<file path="config.mk">
export PLATFORM = sky130hd
export DESIGN_NAME = opl_slot_top
export DESIGN_NICKNAME = d
export VERILOG_FILES = /design/src/rtl/opl_slot_pkg.sv /design/src/rtl/slot_if.sv /design/src/rtl/slot_sequencer.sv /design/src/rtl/slot_timer.sv /design/src/rtl/slot_router.sv /design/src/rtl/operator_core.sv /design/src/rtl/sample_store.sv /design/src/rtl/opl_slot_top.sv
export SDC_FILE = /design/constraint.sdc
export NUM_CORES = 2
export LEC_CHECK = 0
export BUFFER_PORTS_ARGS = -buffer_cell sky130_fd_sc_hd__buf_2
export CAP_MARGIN = 20
export CORE_UTILIZATION = 55
export DETAILED_ROUTE_END_ITERATION = 6
export GPL_TIMING_DRIVEN = 0
export PLACE_DENSITY = 0.75
export SLEW_MARGIN = 15
export SYNTH_ARGS = -nofsm -noshare
export SYNTH_HDL_FRONTEND = slang
export SYNTH_SLANG_ARGS = --single-unit
</file>
<file path="constraint.sdc">
create_clock -name clk -period 12.75 [get_ports clk]
set_input_delay 0.6375 -clock clk [delete_from_list [all_inputs] [get_ports clk]]
set_output_delay 0.6375 -clock clk [all_outputs]
set_load 0.01 [all_outputs]
</file>
<file path="src/rtl/opl_slot_pkg.sv">
// shared sizes and field widths of the slot engine
// sequencer state enum
// channel to operator slot mapping helpers

package opl_slot_pkg;

    localparam int NUM_BANKS = 2;
    localparam int NUM_CHANNELS_PER_BANK = 9;
    localparam int NUM_OPERATORS_PER_BANK = 18;

    localparam int BANK_NUM_WIDTH = 1;
    localparam int OP_NUM_WIDTH = 5;

    localparam int FNUM_WIDTH = 10;  // frequency number
    localparam int BLOCK_WIDTH = 3;  // octave
    localparam int MULT_WIDTH = 4;
    localparam int FB_WIDTH = 3;
    localparam int PHASE_WIDTH = 19;
    localparam int OP_OUT_WIDTH = 13;  // signed sample

    typedef enum logic {
        SEQ_IDLE,
        SEQ_RUN
    } seq_state_t;

    // modulator slot of a channel in 2-operator mode
    function automatic logic [OP_NUM_WIDTH-1:0] mod_slot_of(input int ch);
        if (ch < 3) begin
            return OP_NUM_WIDTH'(ch);
        end else if (ch < 6) begin
            return OP_NUM_WIDTH'(ch + 3);
        end else begin
            return OP_NUM_WIDTH'(ch + 6);
        end
    endfunction

    // carrier sits three slots after its modulator
    function automatic logic [OP_NUM_WIDTH-1:0] car_slot_of(input int ch);
        return mod_slot_of(ch) + OP_NUM_WIDTH'(3);
    endfunction

endpackage

</file>
<file path="src/rtl/slot_if.sv">
// slot_if carries the current slot index and start strobe from the sequencer
// op_param_if carries the routed operator parameters of the current slot
// op_result_if carries the tagged operator result

interface slot_if;
    logic slot_start;  // first cycle of a slot window
    logic [opl_slot_pkg::BANK_NUM_WIDTH-1:0] bank_num;
    logic [opl_slot_pkg::OP_NUM_WIDTH-1:0] op_num;
    logic busy;  // frame sweep in progress

    modport master (output slot_start, output bank_num, output op_num, output busy);
    modport monitor (input slot_start, input bank_num, input op_num);
    modport timer (input slot_start, input busy);
endinterface

interface op_param_if;
    logic [opl_slot_pkg::FNUM_WIDTH-1:0] fnum;
    logic [opl_slot_pkg::BLOCK_WIDTH-1:0] block;
    logic [opl_slot_pkg::MULT_WIDTH-1:0] mult;
    logic [opl_slot_pkg::FB_WIDTH-1:0] fb;
    logic use_feedback;
    logic signed [opl_slot_pkg::OP_OUT_WIDTH-1:0] modulation;

    modport source (output fnum, output block, output mult, output fb,
                    output use_feedback, output modulation);
    modport sink (input fnum, input block, input mult, input fb,
                  input use_feedback, input modulation);
endinterface

interface op_result_if;
    logic result_valid;  // one cycle per slot
    logic [opl_slot_pkg::BANK_NUM_WIDTH-1:0] result_bank;
    logic [opl_slot_pkg::OP_NUM_WIDTH-1:0] result_op;
    logic signed [opl_slot_pkg::OP_OUT_WIDTH-1:0] result;

    modport source (output result_valid, output result_bank, output result_op, output result);
    modport sink (input result_valid, input result_bank, input result_op, input result);
endinterface

</file>
<file path="src/rtl/slot_sequencer.sv">
// frame state machine of the slot engine
// walks bank 0 ops 0-17 and then bank 1 ops 0-17 with one start strobe per slot

module slot_sequencer (
    input logic clk,
    input logic rst_n,
    input logic sample_clk_en,
    input logic slot_end,
    slot_if.master slot
);

    localparam int LAST_OP = opl_slot_pkg::NUM_OPERATORS_PER_BANK - 1;
    localparam int LAST_BANK = opl_slot_pkg::NUM_BANKS - 1;

    opl_slot_pkg::seq_state_t state;
    logic last_slot;

    assign last_slot = (slot.bank_num == opl_slot_pkg::BANK_NUM_WIDTH'(LAST_BANK)) &&
                       (slot.op_num == opl_slot_pkg::OP_NUM_WIDTH'(LAST_OP));

    assign slot.busy = (state == opl_slot_pkg::SEQ_RUN);

    always_ff @(posedge clk) begin
        if (!rst_n) begin
            state <= opl_slot_pkg::SEQ_IDLE;
            slot.slot_start <= 1'b0;
            slot.bank_num <= '0;
            slot.op_num <= '0;
        end else begin
            slot.slot_start <= 1'b0;  // strobe by default
            case (state)
                opl_slot_pkg::SEQ_IDLE: begin
                    if (sample_clk_en) begin
                        state <= opl_slot_pkg::SEQ_RUN;
                        slot.slot_start <= 1'b1;
                        slot.bank_num <= '0;
                        slot.op_num <= '0;
                    end
                end
                opl_slot_pkg::SEQ_RUN: begin
                    if (slot_end) begin
                        if (last_slot) begin
                            state <= opl_slot_pkg::SEQ_IDLE;  // frame swept
                        end else begin
                            slot.slot_start <= 1'b1;
                            if (slot.op_num == opl_slot_pkg::OP_NUM_WIDTH'(LAST_OP)) begin
                                slot.op_num <= '0;
                                slot.bank_num <= slot.bank_num + 1'b1;
                            end else begin
                                slot.op_num <= slot.op_num + 1'b1;
                            end
                        end
                    end
                end
                default: state <= opl_slot_pkg::SEQ_IDLE;
            endcase
        end
    end

endmodule

</file>
<file path="src/rtl/slot_timer.sv">
// slot window counter
// slot_end marks the last of PIPELINE_DELAY+1 cycles after slot_start

module slot_timer #(
    parameter int PIPELINE_DELAY = 6
) (
    input logic clk,
    input logic rst_n,
    slot_if.timer slot,
    output logic slot_end
);

    localparam int CNT_WIDTH = $clog2(PIPELINE_DELAY + 1);

    logic [CNT_WIDTH-1:0] count;  // cycles since slot_start

    assign slot_end = slot.busy && !slot.slot_start &&
                      (count == CNT_WIDTH'(PIPELINE_DELAY));

    always_ff @(posedge clk) begin
        if (!rst_n) begin
            count <= '0;
        end else if (slot.slot_start) begin
            count <= CNT_WIDTH'(1);  // start cycle counts as zero
        end else if (slot.busy && !slot_end) begin
            count <= count + 1'b1;
        end else begin
            count <= '0;
        end
    end

endmodule

</file>
<file path="src/rtl/slot_router.sv">
// per-slot parameter routing
// channel ownership, 4-operator pairs and self-feedback on the first operator

module slot_router (
    slot_if.monitor slot,
    input logic [opl_slot_pkg::NUM_BANKS*3-1:0] connection_sel,  // 3 pairs per bank
    input logic [opl_slot_pkg::FNUM_WIDTH-1:0] fnum
        [opl_slot_pkg::NUM_BANKS][opl_slot_pkg::NUM_CHANNELS_PER_BANK],
    input logic [opl_slot_pkg::BLOCK_WIDTH-1:0] block
        [opl_slot_pkg::NUM_BANKS][opl_slot_pkg::NUM_CHANNELS_PER_BANK],
    input logic [opl_slot_pkg::FB_WIDTH-1:0] fb
        [opl_slot_pkg::NUM_BANKS][opl_slot_pkg::NUM_CHANNELS_PER_BANK],
    input logic cnt [opl_slot_pkg::NUM_BANKS][opl_slot_pkg::NUM_CHANNELS_PER_BANK],
    input logic [opl_slot_pkg::MULT_WIDTH-1:0] mult
        [opl_slot_pkg::NUM_BANKS][opl_slot_pkg::NUM_OPERATORS_PER_BANK],
    input logic signed [opl_slot_pkg::OP_OUT_WIDTH-1:0] mod_sample,
    op_param_if.source params
);

    logic [3:0] owner;   // owning channel in 2-operator mode
    logic is_mod;        // first operator of its channel
    logic [1:0] pair;
    logic [1:0] pos;     // position inside a 4-operator chain
    logic four_op;

    // 2-operator ownership from the channel map
    always_comb begin
        owner = '0;
        is_mod = 1'b0;
        for (int c = 0; c < opl_slot_pkg::NUM_CHANNELS_PER_BANK; c++) begin
            if (slot.op_num == opl_slot_pkg::mod_slot_of(c)) begin
                owner = 4'(c);
                is_mod = 1'b1;
            end
            if (slot.op_num == opl_slot_pkg::car_slot_of(c)) begin
                owner = 4'(c);
            end
        end
    end

    // slots p, p+3, p+6, p+9 of pair p
    assign pair = 2'(slot.op_num % 3);
    assign pos = 2'(slot.op_num / 3);
    assign four_op = (slot.op_num < opl_slot_pkg::OP_NUM_WIDTH'(12)) &&
                     connection_sel[slot.bank_num * 3 + pair];

    assign params.mult = mult[slot.bank_num][slot.op_num];  // always per slot

    always_comb begin
        if (four_op) begin
            params.fnum = fnum[slot.bank_num][pair];
            params.block = block[slot.bank_num][pair];
            params.use_feedback = (pos == 2'd0);
            params.fb = (pos == 2'd0) ? fb[slot.bank_num][pair] : '0;
            case (pos)
                2'd0: params.modulation = '0;
                2'd1: params.modulation = cnt[slot.bank_num][pair] ? '0 : mod_sample;
                2'd2: params.modulation = (!cnt[slot.bank_num][pair] &&
                                           cnt[slot.bank_num][pair + 3]) ? '0 : mod_sample;
                default: params.modulation = (cnt[slot.bank_num][pair] &&
                                              cnt[slot.bank_num][pair + 3]) ? '0 : mod_sample;
            endcase
        end else begin
            params.fnum = fnum[slot.bank_num][owner];
            params.block = block[slot.bank_num][owner];
            params.use_feedback = is_mod;
            params.fb = is_mod ? fb[slot.bank_num][owner] : '0;
            // carrier is unmodulated in additive mode
            params.modulation = (is_mod || cnt[slot.bank_num][owner]) ? '0 : mod_sample;
        end
    end

endmodule

</file>
<file path="src/rtl/operator_core.sv">
// shared operator pipeline with its result PIPELINE_DELAY cycles after slot_start
// per-slot phase accumulator and previous-output memories
// works for PIPELINE_DELAY of 3 or more

module operator_core #(
    parameter int PIPELINE_DELAY = 6
) (
    input logic clk,
    input logic rst_n,
    slot_if.monitor slot,
    op_param_if.sink params,
    op_result_if.source result
);

    localparam int NB = opl_slot_pkg::NUM_BANKS;
    localparam int NO = opl_slot_pkg::NUM_OPERATORS_PER_BANK;
    localparam int PW = opl_slot_pkg::PHASE_WIDTH;
    localparam int OW = opl_slot_pkg::OP_OUT_WIDTH;

    logic valid_p [1:PIPELINE_DELAY];
    logic [opl_slot_pkg::BANK_NUM_WIDTH-1:0] bank_p [1:PIPELINE_DELAY];
    logic [opl_slot_pkg::OP_NUM_WIDTH-1:0] op_p [1:PIPELINE_DELAY];

    logic [PW+1:0] inc_wide;
    logic [PW-1:0] inc_1;
    logic signed [OW-1:0] mod_1;
    logic [opl_slot_pkg::FB_WIDTH-1:0] fb_1;
    logic use_fb_1;
    logic [3:0] fb_shift;
    logic signed [OW-1:0] fb_term;
    logic [PW-1:0] phase_next;

    logic [PW-1:0] phase_2;
    logic signed [OW-1:0] mod_2;
    logic signed [OW-1:0] fb_term_2;
    logic signed [OW-1:0] sum_2;
    logic signed [OW-1:0] res_p [3:PIPELINE_DELAY];

    logic [PW-1:0] phase_mem [NB][NO];
    logic signed [OW-1:0] prev_mem [NB][NO];  // last output for self-feedback

    // (fnum * mult) << block before halving
    assign inc_wide = ((PW+2)'(params.fnum) * (PW+2)'(params.mult)) << params.block;

    assign phase_next = phase_mem[bank_p[1]][op_p[1]] + inc_1;
    assign fb_shift = 4'd8 - 4'(fb_1);

    always_comb begin
        if (use_fb_1 && fb_1 != '0) begin
            fb_term = prev_mem[bank_p[1]][op_p[1]] >>> fb_shift;
        end else begin
            fb_term = '0;
        end
    end

    assign sum_2 = $signed(phase_2[PW-1 -: OW]) + mod_2 + fb_term_2;  // wraps at 13 bits

    always_ff @(posedge clk) begin
        if (!rst_n) begin
            for (int i = 1; i <= PIPELINE_DELAY; i++) begin
                valid_p[i] <= 1'b0;
            end
        end else begin
            valid_p[1] <= slot.slot_start;
            for (int i = 2; i <= PIPELINE_DELAY; i++) begin
                valid_p[i] <= valid_p[i-1];
            end
        end
    end

    always_ff @(posedge clk) begin
        if (slot.slot_start) begin  // params valid on this cycle only
            inc_1 <= PW'(inc_wide >> 1);
            mod_1 <= params.modulation;
            fb_1 <= params.fb;
            use_fb_1 <= params.use_feedback;
        end
        bank_p[1] <= slot.bank_num;
        op_p[1] <= slot.op_num;
        for (int i = 2; i <= PIPELINE_DELAY; i++) begin
            bank_p[i] <= bank_p[i-1];
            op_p[i] <= op_p[i-1];
        end
        phase_2 <= phase_next;
        mod_2 <= mod_1;
        fb_term_2 <= fb_term;
        res_p[3] <= sum_2;
        for (int i = 4; i <= PIPELINE_DELAY; i++) begin
            res_p[i] <= res_p[i-1];
        end
    end

    always_ff @(posedge clk) begin
        if (!rst_n) begin
            phase_mem <= '{default: '0};
            prev_mem <= '{default: '0};
        end else begin
            if (valid_p[1]) phase_mem[bank_p[1]][op_p[1]] <= phase_next;
            if (valid_p[2]) prev_mem[bank_p[2]][op_p[2]] <= sum_2;
        end
    end

    assign result.result_valid = valid_p[PIPELINE_DELAY];
    assign result.result_bank = bank_p[PIPELINE_DELAY];
    assign result.result_op = op_p[PIPELINE_DELAY];
    assign result.result = res_p[PIPELINE_DELAY];

endmodule

</file>
<file path="src/rtl/sample_store.sv">
// per-slot sample memory with the op-3 modulation read
// registered operator_out array and frame_done pulse

module sample_store (
    input logic clk,
    input logic rst_n,
    op_result_if.sink result,
    slot_if.monitor slot,
    output logic signed [opl_slot_pkg::OP_OUT_WIDTH-1:0] mod_sample,
    output logic signed [opl_slot_pkg::OP_OUT_WIDTH-1:0] operator_out
        [opl_slot_pkg::NUM_BANKS][opl_slot_pkg::NUM_OPERATORS_PER_BANK],
    output logic frame_done
);

    localparam int LAST_OP = opl_slot_pkg::NUM_OPERATORS_PER_BANK - 1;
    localparam int LAST_BANK = opl_slot_pkg::NUM_BANKS - 1;

    logic signed [opl_slot_pkg::OP_OUT_WIDTH-1:0] sample_mem
        [opl_slot_pkg::NUM_BANKS][opl_slot_pkg::NUM_OPERATORS_PER_BANK];
    logic last_result;

    // op-3 is always written earlier in the same frame
    assign mod_sample = (slot.op_num >= opl_slot_pkg::OP_NUM_WIDTH'(3)) ?
        sample_mem[slot.bank_num][slot.op_num - opl_slot_pkg::OP_NUM_WIDTH'(3)] : '0;

    assign last_result = result.result_valid &&
        (result.result_bank == opl_slot_pkg::BANK_NUM_WIDTH'(LAST_BANK)) &&
        (result.result_op == opl_slot_pkg::OP_NUM_WIDTH'(LAST_OP));

    always_ff @(posedge clk) begin
        if (result.result_valid) begin
            sample_mem[result.result_bank][result.result_op] <= result.result;
        end
    end

    always_ff @(posedge clk) begin
        if (!rst_n) begin
            operator_out <= '{default: '0};
            frame_done <= 1'b0;
        end else begin
            if (result.result_valid) begin
                operator_out[result.result_bank][result.result_op] <= result.result;
            end
            frame_done <= last_result;  // high once all 36 outputs are in place
        end
    end

endmodule

</file>
<file path="src/rtl/opl_slot_top.sv">
// top level of the FM operator slot engine
// sequencer, slot timer, router, operator pipeline and sample store

module opl_slot_top #(
    parameter int PIPELINE_DELAY = 6  // cycles per slot is this plus one
) (
    input logic clk,
    input logic rst_n,
    input logic sample_clk_en,
    input logic [opl_slot_pkg::NUM_BANKS*3-1:0] connection_sel,
    input logic [opl_slot_pkg::FNUM_WIDTH-1:0] fnum
        [opl_slot_pkg::NUM_BANKS][opl_slot_pkg::NUM_CHANNELS_PER_BANK],
    input logic [opl_slot_pkg::BLOCK_WIDTH-1:0] block
        [opl_slot_pkg::NUM_BANKS][opl_slot_pkg::NUM_CHANNELS_PER_BANK],
    input logic [opl_slot_pkg::FB_WIDTH-1:0] fb
        [opl_slot_pkg::NUM_BANKS][opl_slot_pkg::NUM_CHANNELS_PER_BANK],
    input logic cnt [opl_slot_pkg::NUM_BANKS][opl_slot_pkg::NUM_CHANNELS_PER_BANK],
    input logic [opl_slot_pkg::MULT_WIDTH-1:0] mult
        [opl_slot_pkg::NUM_BANKS][opl_slot_pkg::NUM_OPERATORS_PER_BANK],
    output logic signed [opl_slot_pkg::OP_OUT_WIDTH-1:0] operator_out
        [opl_slot_pkg::NUM_BANKS][opl_slot_pkg::NUM_OPERATORS_PER_BANK],
    output logic frame_done
);

    slot_if slot_bus ();
    op_param_if param_bus ();
    op_result_if result_bus ();

    logic slot_end;
    logic signed [opl_slot_pkg::OP_OUT_WIDTH-1:0] mod_sample;  // op-3 sample

    slot_sequencer u_sequencer (
        .clk(clk),
        .rst_n(rst_n),
        .sample_clk_en(sample_clk_en),
        .slot_end(slot_end),
        .slot(slot_bus.master)
    );

    slot_timer #(.PIPELINE_DELAY(PIPELINE_DELAY)) u_timer (
        .clk(clk),
        .rst_n(rst_n),
        .slot(slot_bus.timer),
        .slot_end(slot_end)
    );

    slot_router u_router (
        .slot(slot_bus.monitor),
        .connection_sel(connection_sel),
        .fnum(fnum),
        .block(block),
        .fb(fb),
        .cnt(cnt),
        .mult(mult),
        .mod_sample(mod_sample),
        .params(param_bus.source)
    );

    operator_core #(.PIPELINE_DELAY(PIPELINE_DELAY)) u_core (
        .clk(clk),
        .rst_n(rst_n),
        .slot(slot_bus.monitor),
        .params(param_bus.sink),
        .result(result_bus.source)
    );

    sample_store u_store (
        .clk(clk),
        .rst_n(rst_n),
        .result(result_bus.sink),
        .slot(slot_bus.monitor),
        .mod_sample(mod_sample),
        .operator_out(operator_out),
        .frame_done(frame_done)
    );

endmodule

</file>
==> metrics.md <==
| Metric | Value |
|---|---|
| Outcome | `complete, no violations` |
| Final Net Count | `11730` |
| PD cells | `150.2 nW/um^2` |
| Rows | `157` |
| Starting Density | `55.37%` |
| Vias per Instance | `6.271` |
| Area grow syn2layout | `16.32%` |
| Endpoints failing setup | `0` |
| Num Clock Sinks | `2270` |
| Met2 WL | `180700 um` |
| Clock latency on the worst-skew pair | `0.91 ns` |
| Syn Nets | `10540` |
| Nature of the critical path endpoint | `register` |
| First-pass iteration count of the detailed router | `7` |
| Most frequent cells in the layout | `nand2_1, dfxtp_1, a21boi_0` |
| Die area | `185800 sq um` |
| Fmax achieved | `82.08 MHz` |
| Root Buffer | `clkbuf_16` |
| TNS Setup | `0 ns` |
| Clock network power share | `39.6%` |
| Int Pwr | `0.01232 W` |
| Most used DFF post-synth | `dfxtp_1` |
| Sw power | `0.005371 W` |
| WP data arrival | `12.90 ns` |
| Hpwl dp | `309100 um` |
| Post-route cell area | `117800 sq um` |
| Yosys top cell area share | `34.91%` |
| Vias | `86980` |
| Layout Skew | `0.07801 ns` |
| Worst VDD drop | `0.1495 mV` |
| Die height | `431.1 um` |
| Crit share post-route | `95.55%` |
| Filler cell count in the final layout | `14450` |
| Share of cells above drive strength 1 | `18.82%` |
| Combinational power share | `15.5%` |
| Initial DRC count | `10980` |
| Setup CP Type | `register to register` |
| Wire length of the first global-routing pass | `580500 um` |
| Routability Congestion | `1.033` |
| Critical path peak fanout | `10` |
| Post-Synthesis Mean Instance Area | `10.14 sq um` |
| Hold Path Class | `primary input to register` |
| Synth Cell Area | `101300 sq um` |
| Initial antenna violation count | `52` |
| Post-synth EDFFs | `504` |
| Worst-Margin Slew | `1.364 ns` |
| Distinct cells, synth | `88` |
| Cell Count, Final, Fillers Out | `13870` |
| R2r setup slk | `0.57 ns` |
| Remaining global-route overflow | `0` |
| # IOs | `928` |
| Num CTS Buffers | `223` |
| Total GRT Usage | `43.37%` |
| Max_cap viols | `0` |
| RSZ-0062 raised after global routing | `no` |
| Setup ws final | `0.5670 ns` |
| CP Launch Type | `register` |
| Max clock buf depth | `3` |
| Async SR Flop Fraction | `0%` |
| Sw Share | `30.36%` |
| Dpl cell area | `109700 sq um` |
| Slowest stage delay, CP | `0.65 ns` |
| Final routed DRC violation total | `0` |
| Seq/Total Area, Yosys | `49.86%` |
| Met3 routed wirelength | `48820 um` |
| Final count of hold timing violations | `0` |
| Slowest CP cell | `buf_2` |
| Post-placement cell count | `13410` |
| Req. time, crit path | `13.47 ns` |
| M1 WL | `148600 um` |
| Top cells by area in the synthesized netlist | `dfxtp_1, edfxtp_1, mux4_2` |
| CP most frequent cell | `ha_1` |
| Pre-CTS setup slack | `0.2800 ns` |
| Mapped Cells | `9984` |
| Ys Warns | `0` |
| CTS tree | `built` |
| Hold WS | `0.2008 ns` |
| Seq pwr share | `44.9%` |
| Final WL | `412500 um` |
| CTS clk-pin slew, worst paths | `0.06 ns` |
| DR top layer | `met5` |
| Synth area leader | `dfxtp_1` |
| H-tree depth | `4` |
| Fin. max-slew vios | `0` |
| PortBufs | `926` |
| Largest net degree at the start of global routing | `38` |
| CORE AREA | `182900 sq um` |
| Number of global-route vias before repair | `83460` |
| Yosys reg bits | `2270` |
| Relative max-transition margin | `9.076%` |
| Antenna Nets Post-Route | `0` |
| Die Wd | `431.1 um` |
| Hold_buf cts | `0` |
| WL per Instance | `29.74 um` |
| Crit path time final | `12.18 ns` |
| Commonest non-fill, non-tap cell in the layout | `nand2_1` |
| Leakage | `42.92 nW` |
[synth_stat cells (118+ instances only)]
| cell | n |
|---|---|
| nand2_1 | 3082 |
| dfxtp_1 | 1766 |
| a21boi_0 | 1197 |
| clkbuf_1 | 652 |
| mux4_2 | 565 |
| edfxtp_1 | 504 |
| and2_1 | 334 |
| o21ai_0 | 332 |
| mux2i_1 | 184 |
| nor2_1 | 167 |
| o211a_1 | 148 |
| inv_1 | 118 |
[timing repair]
item,in CTS,in global routing
setup buffers,0,0
endpoints found under the setup margin,0,1
hold endpoints to repair,0,0
gates resized for setup,0,1
[final timing paths]
kind | start | to | cells past startpoint
max | u_sequencer.slot.op_num[2] | u_core.inc_1[14] | 38
min | sample_clk_en | u_sequencer.slot.busy | 3
max reg2reg | u_sequencer.slot.op_num[2] | u_core.inc_1[14] | 38
min reg2reg | u_core.res_p[0][52] | u_core.res_p[0][65] | 0
[logic make-up after synthesis]
kind of cell / after synthesis / share of synthesized area [%]
multiplexers: 792 / 14.87
adder cells (fa/ha/maj): 93 / 1.376
flip-flops: 2270 / 49.86
XOR/XNOR: 40 / 0.3645
AO/OA/AOI/OAI: 2015 / 14.33
buffers and inverters: 952 / 3.695
AND/OR/NAND/NOR: 3822 / 15.51
[worst max-delay path: cells and delay by family, from the launching register on]
family,cells,cell delay [ns]
adder cells (fa/ha/maj),6,2.36
AO/OA/AOI/OAI,13,3.15
buffers and inverters,10,3.34
multiplexers,3,0.95
AND/OR/NAND/NOR,5,1.28
XOR/XNOR,1,0.44
flip-flops,1,0.46
[metal layers]
layer  up-vias  GRT usage, %
met1     42590         53.51
met5         -             0
met2      5951         65.95
met4        16         30.64
li1      37050             -
met3      1376         11.82
[metrics by stage]
step	util (%)	power, W
floorplan	-	0.009132
global placement	59.59	0.01053
detailed placement	59.98	0.01067
CTS	64.29	0.01753
global route	64.39	0.01796
finish	64.41	0.01769
[sequential cells by signal (all words and copies together) (netlist names), 3 cells and up, named ones only]
signal,flops
u_core.bank_p,6
u_core.fb_1,3
u_core.fb_term_2,13
u_core.inc_1,19
u_core.mod_1,13
u_core.mod_2,13
u_core.op_p,30
u_core.phase_2,13
u_core.phase_mem,684
u_core.prev_mem,468
u_core.res_p,52
u_core.valid_p,6
u_sequencer.slot.op_num,5
u_store.operator_out,468
u_store.sample_mem,468
u_timer.count,3
[power groups by stage]
stage	logic (W)	clock network (W)	registers [W]
final	0.00275	0.00701	0.00794
after global routing	0.00274	0.00728	0.00794
after CTS	0.00261	0.00699	0.00793
after detailed placement	0.00259	0	0.00808
after global placement	0.00243	0	0.00811
after floorplan	0.00115	0	0.00798
[cell type report]
cell class / instances / area (sq um) / area share (%)
sequential: 2270 / 50500 / 42.87
multi-input combinational: 6762 / 47250 / 40.11
clock buffer: 325 / 6489 / 5.508
timing repair buffer: 969 / 5200 / 4.414
buffer: 829 / 3359 / 2.852
tap: 2464 / 3083 / 2.617
clock inverter: 95 / 1378 / 1.169
inverter: 123 / 461.7 / 0.3919
antenna: 32 / 80.08 / 0.06798
Note: power is estimated with default switching activity, not from simulation.
